==> config.mk <==
export PLATFORM = sky130hd
export DESIGN_NAME = tlb_top
export DESIGN_NICKNAME = d
export VERILOG_FILES = /design/src/hw/tlb_pkg.sv /design/src/hw/tlb_bcast_if.sv /design/src/hw/tlb_top.sv /design/src/hw/tlb_hit_select.sv /design/src/hw/tlb_entry.sv /design/src/hw/tlb_cmd_ctrl.sv
export SDC_FILE = /design/constraint.sdc
export NUM_CORES = 2
export LEC_CHECK = 0
export ABC_AREA = 0
export BUFFER_PORTS_ARGS = -buffer_cell sky130_fd_sc_hd__buf_2
export CAP_MARGIN = 15
export CORE_MARGIN = 5
export CORE_UTILIZATION = 45
export DETAILED_ROUTE_END_ITERATION = 16
export SETUP_SLACK_MARGIN = 0.2
export SKIP_LAST_GASP = 1
export SLEW_MARGIN = 10
export SYNTH_ARGS = -nofsm -noshare
export SYNTH_HDL_FRONTEND = slang
export SYNTH_SLANG_ARGS = --single-unit
==> constraint.sdc <==
create_clock -name clk -period 12.6 [get_ports clk]
set_input_delay 1.89 -clock clk [delete_from_list [all_inputs] [get_ports clk]]
set_output_delay 1.89 -clock clk [all_outputs]
set_load 0.01 [all_outputs]
==> src/hw/tlb_pkg.sv <==
`default_nettype none

package tlb_pkg;

    // ##################################################################
    // sizes
    // ##################################################################
    localparam int unsigned TLB_NUM   = 16;
    localparam int unsigned TLB_IDX_W = $clog2(TLB_NUM);

    localparam logic [5:0] PS_SMALL = 6'd12;  // 4 KiB page
    localparam logic [5:0] PS_HUGE  = 6'd22;  // 4 MiB page pair

    localparam int unsigned CMD_DATA_W = 91;

    typedef enum logic [1:0] {
        CMD_LOOKUP = 2'd0,
        CMD_WRITE  = 2'd1,
        CMD_INV    = 2'd2
    } tlb_cmd_e;

    // ##################################################################
    // entry and command fields
    // ##################################################################
    typedef struct packed {
        logic [19:0] ppn;
        logic [1:0]  plv;
        logic [1:0]  mat;
        logic        d;
        logic        v;
    } tlb_page_t;

    typedef struct packed {
        logic [18:0] vppn;
        logic [9:0]  asid;
        logic        g;
        logic [5:0]  ps;
        logic        e;
        tlb_page_t   even;
        tlb_page_t   odd;
    } tlb_entry_t;

    typedef struct packed {
        logic [18:0] vppn;
        logic        odd;
        logic [9:0]  asid;
    } tlb_search_t;

    typedef struct packed {
        logic [4:0]  op;
        logic [9:0]  asid;
        logic [18:0] vpn;
    } tlb_inv_t;

    // each view of the command word is padded at the top to CMD_DATA_W
    typedef struct packed {
        logic [CMD_DATA_W-$bits(tlb_entry_t)-1:0] pad;
        tlb_entry_t                               entry;
    } tlb_wr_view_t;

    typedef struct packed {
        logic [CMD_DATA_W-$bits(tlb_search_t)-1:0] pad;
        tlb_search_t                               srch;
    } tlb_srch_view_t;

    typedef struct packed {
        logic [CMD_DATA_W-$bits(tlb_inv_t)-1:0] pad;
        tlb_inv_t                               inv;
    } tlb_inv_view_t;

    typedef union packed {
        tlb_wr_view_t   wr;
        tlb_srch_view_t lookup;
        tlb_inv_view_t  inv;
    } tlb_cmd_data_u;

    typedef struct packed {
        logic [5:0] ps;
        tlb_page_t  page;
    } tlb_result_t;

endpackage

`default_nettype wire
==> src/hw/tlb_bcast_if.sv <==
`timescale 1ns/10ps
`default_nettype none

interface tlb_bcast_if;

    import tlb_pkg::*;

    // lookup
    logic        srch_en;
    tlb_search_t srch;

    // only the entry whose index matches takes a write
    logic                 wr_en;
    logic [TLB_IDX_W-1:0] wr_index;
    tlb_entry_t           wr_entry;

    // invalidate
    logic     inv_en;
    tlb_inv_t inv;

    modport ctrl (
        output srch_en,
        output srch,
        output wr_en,
        output wr_index,
        output wr_entry,
        output inv_en,
        output inv
    );

    modport entry (
        input srch_en,
        input srch,
        input wr_en,
        input wr_index,
        input wr_entry,
        input inv_en,
        input inv
    );

endinterface

`default_nettype wire

==> src/hw/tlb_top.sv <==
`timescale 1ns/10ps
`default_nettype none

module tlb_top (
    input  wire                           clk,
    input  wire                           rst_n_i,
    input  wire                           req_i,
    input  wire tlb_pkg::tlb_cmd_e        cmd_i,
    input  wire [tlb_pkg::TLB_IDX_W-1:0]  index_i,
    input  wire tlb_pkg::tlb_cmd_data_u   data_i,
    output logic                          ack_o,
    output logic                          found_o,
    output logic [tlb_pkg::TLB_IDX_W-1:0] hit_index_o,
    output logic [5:0]                    ps_o,
    output logic [19:0]                   ppn_o,
    output logic                          v_o,
    output logic                          d_o,
    output logic [1:0]                    mat_o,
    output logic [1:0]                    plv_o
);

    import tlb_pkg::*;

    tlb_bcast_if bcast ();

    logic [TLB_NUM-1:0] entry_hit;
    tlb_result_t        entry_res [TLB_NUM];
    tlb_result_t        sel_res;

    tlb_cmd_ctrl tlb_cmd_ctrl_i (
        .clk     (clk),
        .rst_n_i (rst_n_i),
        .req_i   (req_i),
        .cmd_i   (cmd_i),
        .index_i (index_i),
        .data_i  (data_i),
        .ack_o   (ack_o),
        .bus     (bcast.ctrl)
    );

    for (genvar n = 0; n < TLB_NUM; n++) begin : g_entry
        tlb_entry #(
            .IDX (TLB_IDX_W'(n))
        ) tlb_entry_i (
            .clk      (clk),
            .rst_n_i  (rst_n_i),
            .bus      (bcast.entry),
            .hit_o    (entry_hit[n]),
            .result_o (entry_res[n])
        );
    end

    tlb_hit_select tlb_hit_select_i (
        .clk         (clk),
        .hit_i       (entry_hit),
        .result_i    (entry_res),
        .found_o     (found_o),
        .hit_index_o (hit_index_o),
        .result_o    (sel_res)
    );

    assign ps_o  = sel_res.ps;
    assign ppn_o = sel_res.page.ppn;
    assign v_o   = sel_res.page.v;
    assign d_o   = sel_res.page.d;
    assign mat_o = sel_res.page.mat;
    assign plv_o = sel_res.page.plv;

endmodule

`default_nettype wire

==> src/hw/tlb_hit_select.sv <==
`timescale 1ns/10ps
`default_nettype none

module tlb_hit_select (
    input  wire                         clk,
    input  wire [tlb_pkg::TLB_NUM-1:0]  hit_i,
    input  wire tlb_pkg::tlb_result_t   result_i [tlb_pkg::TLB_NUM],
    output logic                        found_o,
    output logic [tlb_pkg::TLB_IDX_W-1:0] hit_index_o,
    output tlb_pkg::tlb_result_t        result_o
);

    import tlb_pkg::*;

    assign found_o = |hit_i;

    // with a single hit the OR of masked entries is that entry, with none it is zero
    always_comb begin
        logic [TLB_IDX_W-1:0] idx;
        tlb_result_t          res;

        idx = '0;
        res = '0;
        for (int i = 0; i < TLB_NUM; i++) begin
            if (hit_i[i]) begin
                idx = idx | TLB_IDX_W'(i);
            end
            res = res | ({$bits(tlb_result_t){hit_i[i]}} & result_i[i]);
        end
        hit_index_o = idx;
        result_o    = res;
    end

    // overlapping entries would mix two translations
    a_single_hit: assert property (
        @(posedge clk) $onehot0(hit_i)
    );

endmodule

`default_nettype wire

==> src/hw/tlb_entry.sv <==
`timescale 1ns/10ps
`default_nettype none

module tlb_entry #(
    parameter logic [tlb_pkg::TLB_IDX_W-1:0] IDX = '0
) (
    input  wire                  clk,
    input  wire                  rst_n_i,
    tlb_bcast_if.entry           bus,
    output logic                 hit_o,
    output tlb_pkg::tlb_result_t result_o
);

    import tlb_pkg::*;

    logic [18:0] vppn_q;
    logic [9:0]  asid_q;
    logic        g_q;
    logic [5:0]  ps_q;
    logic        e_q;
    tlb_page_t   even_q;
    tlb_page_t   odd_q;

    logic wr_hit;
    logic asid_hit;
    logic inv_kill;
    logic odd_sel;

    // a 4 MiB pair only compares the top nine vppn bits
    function automatic logic vpn_match(input logic [18:0] vppn);
        return (ps_q == PS_HUGE) ? (vppn[18:10] == vppn_q[18:10]) : (vppn == vppn_q);
    endfunction

    assign wr_hit   = bus.wr_en && (bus.wr_index == IDX);
    assign asid_hit = (asid_q == bus.inv.asid);
    assign odd_sel  = (ps_q == PS_SMALL) ? bus.srch.odd : bus.srch.vppn[9];

    always_comb begin
        case (bus.inv.op)
            5'd0, 5'd1: inv_kill = 1'b1;
            5'd2:       inv_kill = g_q;
            5'd3:       inv_kill = !g_q;
            5'd4:       inv_kill = !g_q && asid_hit;
            5'd5:       inv_kill = !g_q && asid_hit && vpn_match(bus.inv.vpn);
            5'd6:       inv_kill = (g_q || asid_hit) && vpn_match(bus.inv.vpn);
            default:    inv_kill = 1'b0;
        endcase
    end

    // write wins over invalidate
    always_ff @(posedge clk or negedge rst_n_i) begin
        if (!rst_n_i) begin
            e_q <= 1'b0;
        end else if (wr_hit) begin
            e_q <= bus.wr_entry.e;
        end else if (bus.inv_en && inv_kill) begin
            e_q <= 1'b0;
        end
    end

    always_ff @(posedge clk) begin
        if (wr_hit) begin
            vppn_q <= bus.wr_entry.vppn;
            asid_q <= bus.wr_entry.asid;
            g_q    <= bus.wr_entry.g;
            ps_q   <= bus.wr_entry.ps;
            even_q <= bus.wr_entry.even;
            odd_q  <= bus.wr_entry.odd;
        end
    end

    // ##################################################################
    // search result held until the next lookup
    // ##################################################################
    always_ff @(posedge clk or negedge rst_n_i) begin
        if (!rst_n_i) begin
            hit_o <= 1'b0;
        end else if (bus.srch_en) begin
            hit_o <= e_q && vpn_match(bus.srch.vppn) && (g_q || (asid_q == bus.srch.asid));
        end
    end

    always_ff @(posedge clk) begin
        if (bus.srch_en) begin
            result_o.ps   <= ps_q;
            result_o.page <= odd_sel ? odd_q : even_q;
        end
    end

endmodule

`default_nettype wire

==> src/hw/tlb_cmd_ctrl.sv <==
`timescale 1ns/10ps
`default_nettype none

module tlb_cmd_ctrl (
    input  wire                             clk,
    input  wire                             rst_n_i,
    input  wire                             req_i,
    input  wire tlb_pkg::tlb_cmd_e          cmd_i,
    input  wire [tlb_pkg::TLB_IDX_W-1:0]    index_i,
    input  wire tlb_pkg::tlb_cmd_data_u     data_i,
    output logic                            ack_o,
    tlb_bcast_if.ctrl                       bus
);

    import tlb_pkg::*;

    typedef enum logic [1:0] {
        ST_IDLE  = 2'd0,
        ST_ISSUE = 2'd1,  // strobe is on the bus
        ST_ACK   = 2'd2
    } state_e;

    state_e state_q;
    logic   accept;

    assign accept = (state_q == ST_IDLE) && req_i;
    assign ack_o  = (state_q == ST_ACK);

    // ##################################################################
    // handshake FSM and strobes
    // ##################################################################
    always_ff @(posedge clk or negedge rst_n_i) begin
        if (!rst_n_i) begin
            state_q     <= ST_IDLE;
            bus.srch_en <= 1'b0;
            bus.wr_en   <= 1'b0;
            bus.inv_en  <= 1'b0;
        end else begin
            bus.srch_en <= 1'b0;  // strobes last a single cycle
            bus.wr_en   <= 1'b0;
            bus.inv_en  <= 1'b0;
            case (state_q)
                ST_IDLE: begin
                    if (req_i) begin
                        state_q     <= ST_ISSUE;
                        bus.srch_en <= (cmd_i == CMD_LOOKUP);
                        bus.wr_en   <= (cmd_i == CMD_WRITE);
                        bus.inv_en  <= (cmd_i == CMD_INV);
                    end
                end
                ST_ISSUE: begin
                    state_q <= ST_ACK;  // entries capture on this edge
                end
                ST_ACK: begin
                    if (!req_i) begin
                        state_q <= ST_IDLE;
                    end
                end
                default: begin
                    state_q <= ST_IDLE;
                end
            endcase
        end
    end

    // every view of the word is latched and the strobe tells the entries which one counts
    always_ff @(posedge clk) begin
        if (accept) begin
            bus.srch     <= data_i.lookup.srch;
            bus.wr_index <= index_i;
            bus.wr_entry <= data_i.wr.entry;
            bus.inv      <= data_i.inv.inv;
        end
    end

    // ##################################################################
    // checks
    // ##################################################################
    a_req_held: assert property (
        @(posedge clk) disable iff (!rst_n_i)
        (state_q == ST_ISSUE) |-> req_i
    );

    // an unknown command kind would leave every strobe low
    a_one_strobe: assert property (
        @(posedge clk) disable iff (!rst_n_i)
        (state_q == ST_ISSUE) |-> $onehot({bus.srch_en, bus.wr_en, bus.inv_en})
    );

endmodule

`default_nettype wire

== Word-level counts from Yosys, hierarchy flattened ==
Index checks and enable logic that the tools add are counted.

* Register bits: 2,114
* Input port bits: 100
* Output and inout port bits: 38
* Word-level logic and storage cells: 884

* Equal/unequal tests: 155
* Multiplexer cells: 136
* Bitwise logic cells: 31
* Reduce and logical (&&, ||, !) cells: 184

{| class="wikitable"
|+ Operators by type and width
! operator !! number
|-
| $eq A19 B19 Y1 || 32
|-
| $and A32 B32 Y32 || 16
|-
| $or A32 B32 Y32 || 15
|-
| $mux W26 || 16
|-
| $eq A10 B10 Y1 || 32
|-
| $eq A9 B9 Y1 || 32
|-
| $logic_and A1 B1 Y1 || 113
|-
| $eq A6 B4 Y1 const B || 16
|-
| $eq A6 B5 Y1 const B || 16
|-
| $pmux W1 S6 || 16
|-
| $mux W1 || 87
|-
| $eq A4 B4 Y1 const B || 8
|-
| $logic_or A1 B1 Y1 || 32
|-
| $mux W4 || 8
|-
| $reduce_bool A2 Y1 || 16
|-
| $eq A4 B3 Y1 const B || 4
|-
| $logic_not A1 Y1 || 16
|-
| $reduce_or A16 Y1 || 1
|-
| $eq A5 B3 Y1 const B || 3
|-
| $mux W3 || 4
|-
| $eq A5 B2 Y1 const B || 2
|-
| $eq A4 B2 Y1 const B || 2
|-
| $mux W2 || 4
|-
| $pmux W2 S3 || 1
|-
| other kinds (10) || 14
|}

== Depth between registers and ports, before layout ==
* Depth in word-level cells: 16
* Gate-level depth with buffers: 9
* Depth with buffers taken out: 6

== Cells and area by module ==
From an unflattened synthesis, not the netlist that was laid out.

* Cell total of the unflattened synthesis: 4,627
* Area, all modules: 83,478.8 um2

{| class="wikitable"
|+ Modules (own cells, without submodules)
! module !! times used !! cells each !! area each (um2) !! seq. area each (um2)
|-
| tlb_entry at g_entry[10].tlb_entry_i ... || 4 || 256 || 4,799.6 || 3,653.5
|-
| tlb_entry at g_entry[13].tlb_entry_i ... || 4 || 256 || 4,797.1 || 3,653.5
|-
| tlb_entry at g_entry[0].tlb_entry_i ... || 3 || 254 || 4,809.6 || 3,653.5
|-
| tlb_entry at g_entry[11].tlb_entry_i ... || 2 || 257 || 4,802.1 || 3,653.5
|-
| tlb_entry at g_entry[1].tlb_entry_i ... || 2 || 256 || 4,800.9 || 3,653.5
|-
| tlb_entry at g_entry[15].tlb_entry_i || 1 || 255 || 4,809.6 || 3,653.5
|-
| tlb_cmd_ctrl || 1 || 171 || 3,468.3 || 2,917.8
|-
| tlb_hit_select || 1 || 365 || 3,179.3 || 0.0
|}

== Worst setup path after synthesis ==
No wires, ideal clock.

* Path kind: register to register
* Start: register tlb_cmd_ctrl_i.bus.srch_en
* End: register g_entry[11].tlb_entry_i.hit_o
* Library setup time: 0.083 ns
* Arrival: 11.998 ns
* Required time: 12.517 ns
* Setup slack: 0.519 ns
* Cell stages (with the launch flop): 4
* Path buffers: 0
* Clock period less this slack: 12.081 ns
* Cells stage by stage: dfrtp_1 and3_1 nand3_1 o22ai_1

{| class="wikitable"
|+ RTL lines
! what !! RTL line !! text
|-
| start, declared || tlb_bcast_if.sv:22 || <nowiki>output srch_en,</nowiki>
|-
| start signal, assigned || tlb_cmd_ctrl.sv:46 || <nowiki>bus.srch_en <= (cmd_i == CMD_LOOKUP);</nowiki>
|-
| end signal, assigned || tlb_entry.sv:79 || <nowiki>hit_o <= e_q && vpn_match(bus.srch.vppn) && (g_q || (asid_q == bus.srch.asid));</nowiki>
|-
| end, declared || tlb_entry.sv:10 || <nowiki>output logic hit_o,</nowiki>
|}

== Worst setup path in the final report ==
* Start: register g_entry[15].tlb_entry_i.hit_o
* End: output port ps_o[3]

* Word-level cells in the longest chain between the ends: 2

{| class="wikitable"
|+ RTL lines
! what !! RTL line !! text
|-
| start, declared || tlb_entry.sv:10 ||
|-
| start signal, assigned || tlb_entry.sv:79 ||
|-
| $and A32 B32 Y32 || tlb_hit_select.sv:28 || <nowiki>res = res | ({$bits(tlb_result_t){hit_i[i]}} & result_i[i]);</nowiki>
|-
| $or A32 B32 Y32 || tlb_hit_select.sv:28 ||
|-
| end, declared || tlb_top.sv:14 || <nowiki>output logic [5:0] ps_o,</nowiki>
|}

No other way between the ends.

==> qor.yml <==
grt_pass1_vias: 44000
cp_data_arrival_time_ns: 3.34
synth_cell_types: 54
area_delta_synth_final_pct: 12.8
portBuffers: 135
rsz0062_at_grt: "no"
clkSlewWorstSetupHoldPaths_ns: 0.06
die_h_um: 436
io_pins: 138
avgViaCountPerCell: 5.90
root_buffer: "clkbuf_16"
async_flop_share: 0.0180
netlist_area_sq_mm: 0.0818
hold_viol: 0
yosysWarnings: 0
numCtsBuffers: 207
grt_max_degree: 164
cts.sinks: 2050
crit_slowest_cell: "dfrtp_2"
cts_setup_buffers: 0
cts_buffer_depth: 3
grt_antenna_before_repair: 7
vdd.ir_drop.worst_mv: 0.120
start_kind: "register"
htreeDepth: 4
initial_core_util: 0.453
status: "finished, final reports clean"
syn_inst: 4559
setup_viol: 0
required_ns: 10.71
detail-route-antenna-nets: 0
num_vias: 43400
setup.worst_path.end_class: "output port"
rows: 156
critical-path-max-stage-delay_ns: 0.68
dpl.cell_count: 6961
die-area_sq_mm: 0.190
leakage_nw: 28.9
p_per_area_mw_per_mm2: 174
ys_seq_area_frac: 0.750
synth_ff_type: "edfxtp_1"
cp_max_fo: 20
core_area_sq_mm: 0.181
nets: 4900
finalWorstSetupSlack_ns: 7.37
drtPass1Iterations: 7
post-dp-hpwl_mm: 125
worstMarginPinSlew_ns: 1.26
stdcell_count: 7351
skew_ns: 0.0486
period_needed_ns: 5.23
tns_ns: 0
die_w_um: 436
drtIter0Drc: 4869
wl_per_cell_um: 31.9
final_util: 0.511
power_mw: 16.1
drc: 0
syn_area_per_cell_sq_um: 18.0
slew_violations: 0
maxSlewHeadroom: 0.160
grt_pass1_wl_mm: 328
crit_type: "register to output port"
place_congestion: 0.830
synth-edff-count: 2013
hold_buffers: 0
cp_cell_sequence: "buf_4 -> a22o_1 -> a221oi_1 -> nand4_1 -> buf_2"
cts_resized: 0
drt_wl_total_mm: 234
cts_tree: "yes"
gr-total-overflow: 0
syn_nets: 4659
ys_ff_latch: 2050
max_cap_violations: 0
hold_class: "register to register"
grt_use_total: 0.243
clkLatencyLatePin_ns: 0.83
dpl_worst_slack_ns: 8.17
finalCritPeriodShare: 0.415
drive_above_1_share: 0.206
timing.fmax_ghz: 0.191
[per-stage QoR]
stage               instance area [sq um]  hold slack [ns]
floorplan                           81800            0.418
global placement                    85600            0.423
detailed placement                  85600            0.426
CTS                                 92300            0.438
global route                        92300            0.454
finish                              92300            0.440
[worst paths after layout]
check | start | depth (start not counted) | endpoint | slack [ns]
max | g_entry[15].tlb_entry_i.hit_o | 5 | ps_o[3] | 7.37
min | g_entry[8].tlb_entry_i.ps_q[5] | 0 | g_entry[8].tlb_entry_i.result_o[31] | 0.44
max reg2reg | tlb_cmd_ctrl_i.bus.inv[9] | 7 | g_entry[7].tlb_entry_i.e_q | 8.76
min reg2reg | g_entry[8].tlb_entry_i.ps_q[5] | 0 | g_entry[8].tlb_entry_i.result_o[31] | 0.44
max in group asynchronous | rst_n_i | 2 | tlb_cmd_ctrl_i.bus.srch_en | 10.82
min in group asynchronous | rst_n_i | 2 | g_entry[1].tlb_entry_i.e_q | 1.20
[state kept, by name, indices dropped and copies added, names as in the netlist, 2 cells and up]
signal	flops
g_entry.tlb_entry_i.result_o	512
g_entry.tlb_entry_i.even_q	416
g_entry.tlb_entry_i.odd_q	416
g_entry.tlb_entry_i.vppn_q	304
g_entry.tlb_entry_i.asid_q	160
g_entry.tlb_entry_i.ps_q	96
tlb_cmd_ctrl_i.bus.wr_entry	58
tlb_cmd_ctrl_i.bus.inv	31
g_entry.tlb_entry_i.e_q	16
g_entry.tlb_entry_i.g_q	16
g_entry.tlb_entry_i.hit_o	16
tlb_cmd_ctrl_i.bus.wr_index	4
tlb_cmd_ctrl_i.state_q	2
[routing by layer]
layer  track usage  wire, um  share of wire
met1         0.327     94100           0.40
met4        0.0822      8760          0.037
met2         0.406    114000           0.49
met5             0         0              0
met3        0.0380     17200          0.073
[power by group]
group,internal (mW),switching [mW]
logic,0.588,1.16
clock network,3.38,2.64
registers,7.97,0.330
[worst max-delay path, delay by kind of cell, from the launching register on]
kind                   cells  cell delay (ns)
DFF                        1             0.68
buffers and inverters      2             0.70
AOI/OAI and AO/OA          2             0.73
and+or+nand+nor            1             0.35
[Yosys cell counts, types with 6 or more instances]
master,n,area share
nand4_1,175,0.013
mux2i_2,16,0.0027
nand2_1,37,0.0017
edfxtp_1,2013,0.74
inv_1,14,0.00064
xnor2_1,655,0.070
or4_1,6,0.00055
buf_4,11,0.0010
nor4_1,101,0.0077
nand3_1,56,0.0034
nor3_2,8,0.00098
xor2_1,289,0.031
buf_2,118,0.0072
o31ai_1,9,0.00083
o22ai_1,24,0.0018
a21oi_1,31,0.0019
o221ai_1,11,0.0012
mux2_2,403,0.055
or4_4,7,0.00096
clkbuf_1,94,0.0043
and4b_1,15,0.0018
o21ai_0,6,0.00037
nor3b_1,18,0.0017
mux2_1,13,0.0018
a22o_1,128,0.014
nor2_1,31,0.0014
and3_1,20,0.0015
dfrtp_1,37,0.011
o211ai_1,14,0.0013
a221oi_1,128,0.014
nand2b_1,9,0.00069
o21ai_1,12,0.00073
nor3_1,17,0.0010
[layout make-up]
cell class | instances | area (sq um)
antenna | 2 | 5.00
clock buffer | 271 | 5490
clock inverter | 117 | 1190
fill | 14600 | 88400
inverter | 14 | 57.6
multi-input combinational | 2263 | 19500
sequential | 2050 | 61400
tap | 2370 | 2970
timing repair buffer | 264 | 1680
[cells by family after synthesis]
logic type | share of synthesized area
AND/OR/NAND/NOR | 0.0380
AO/OA/AOI/OAI | 0.0367
multiplexers | 0.0601
flip-flops | 0.750
XOR/XNOR | 0.101
buffers and inverters | 0.0142
[layout by cell type, fill, tap and decap left out, drive strengths merged, types with 13 or more instances in the layout]
cell type and instances:
and4b 15, a22o 128, o211ai 14, bufinv 14, nor3 25, mux2i 17
clkbuf 271, clkinv 92, dfrtp 37, nand4 175, o22ai 24, a21oi 31
edfxtp 2013, nand3 56, nor2 31, nor3b 20, buf 264, mux2 416
and3 20, or4 13, xor2 289, nor4 101, xnor2 655, inv 20
a221oi 128, nand2 37, o21ai 18
Note: power is estimated with default switching activity, not from simulation.
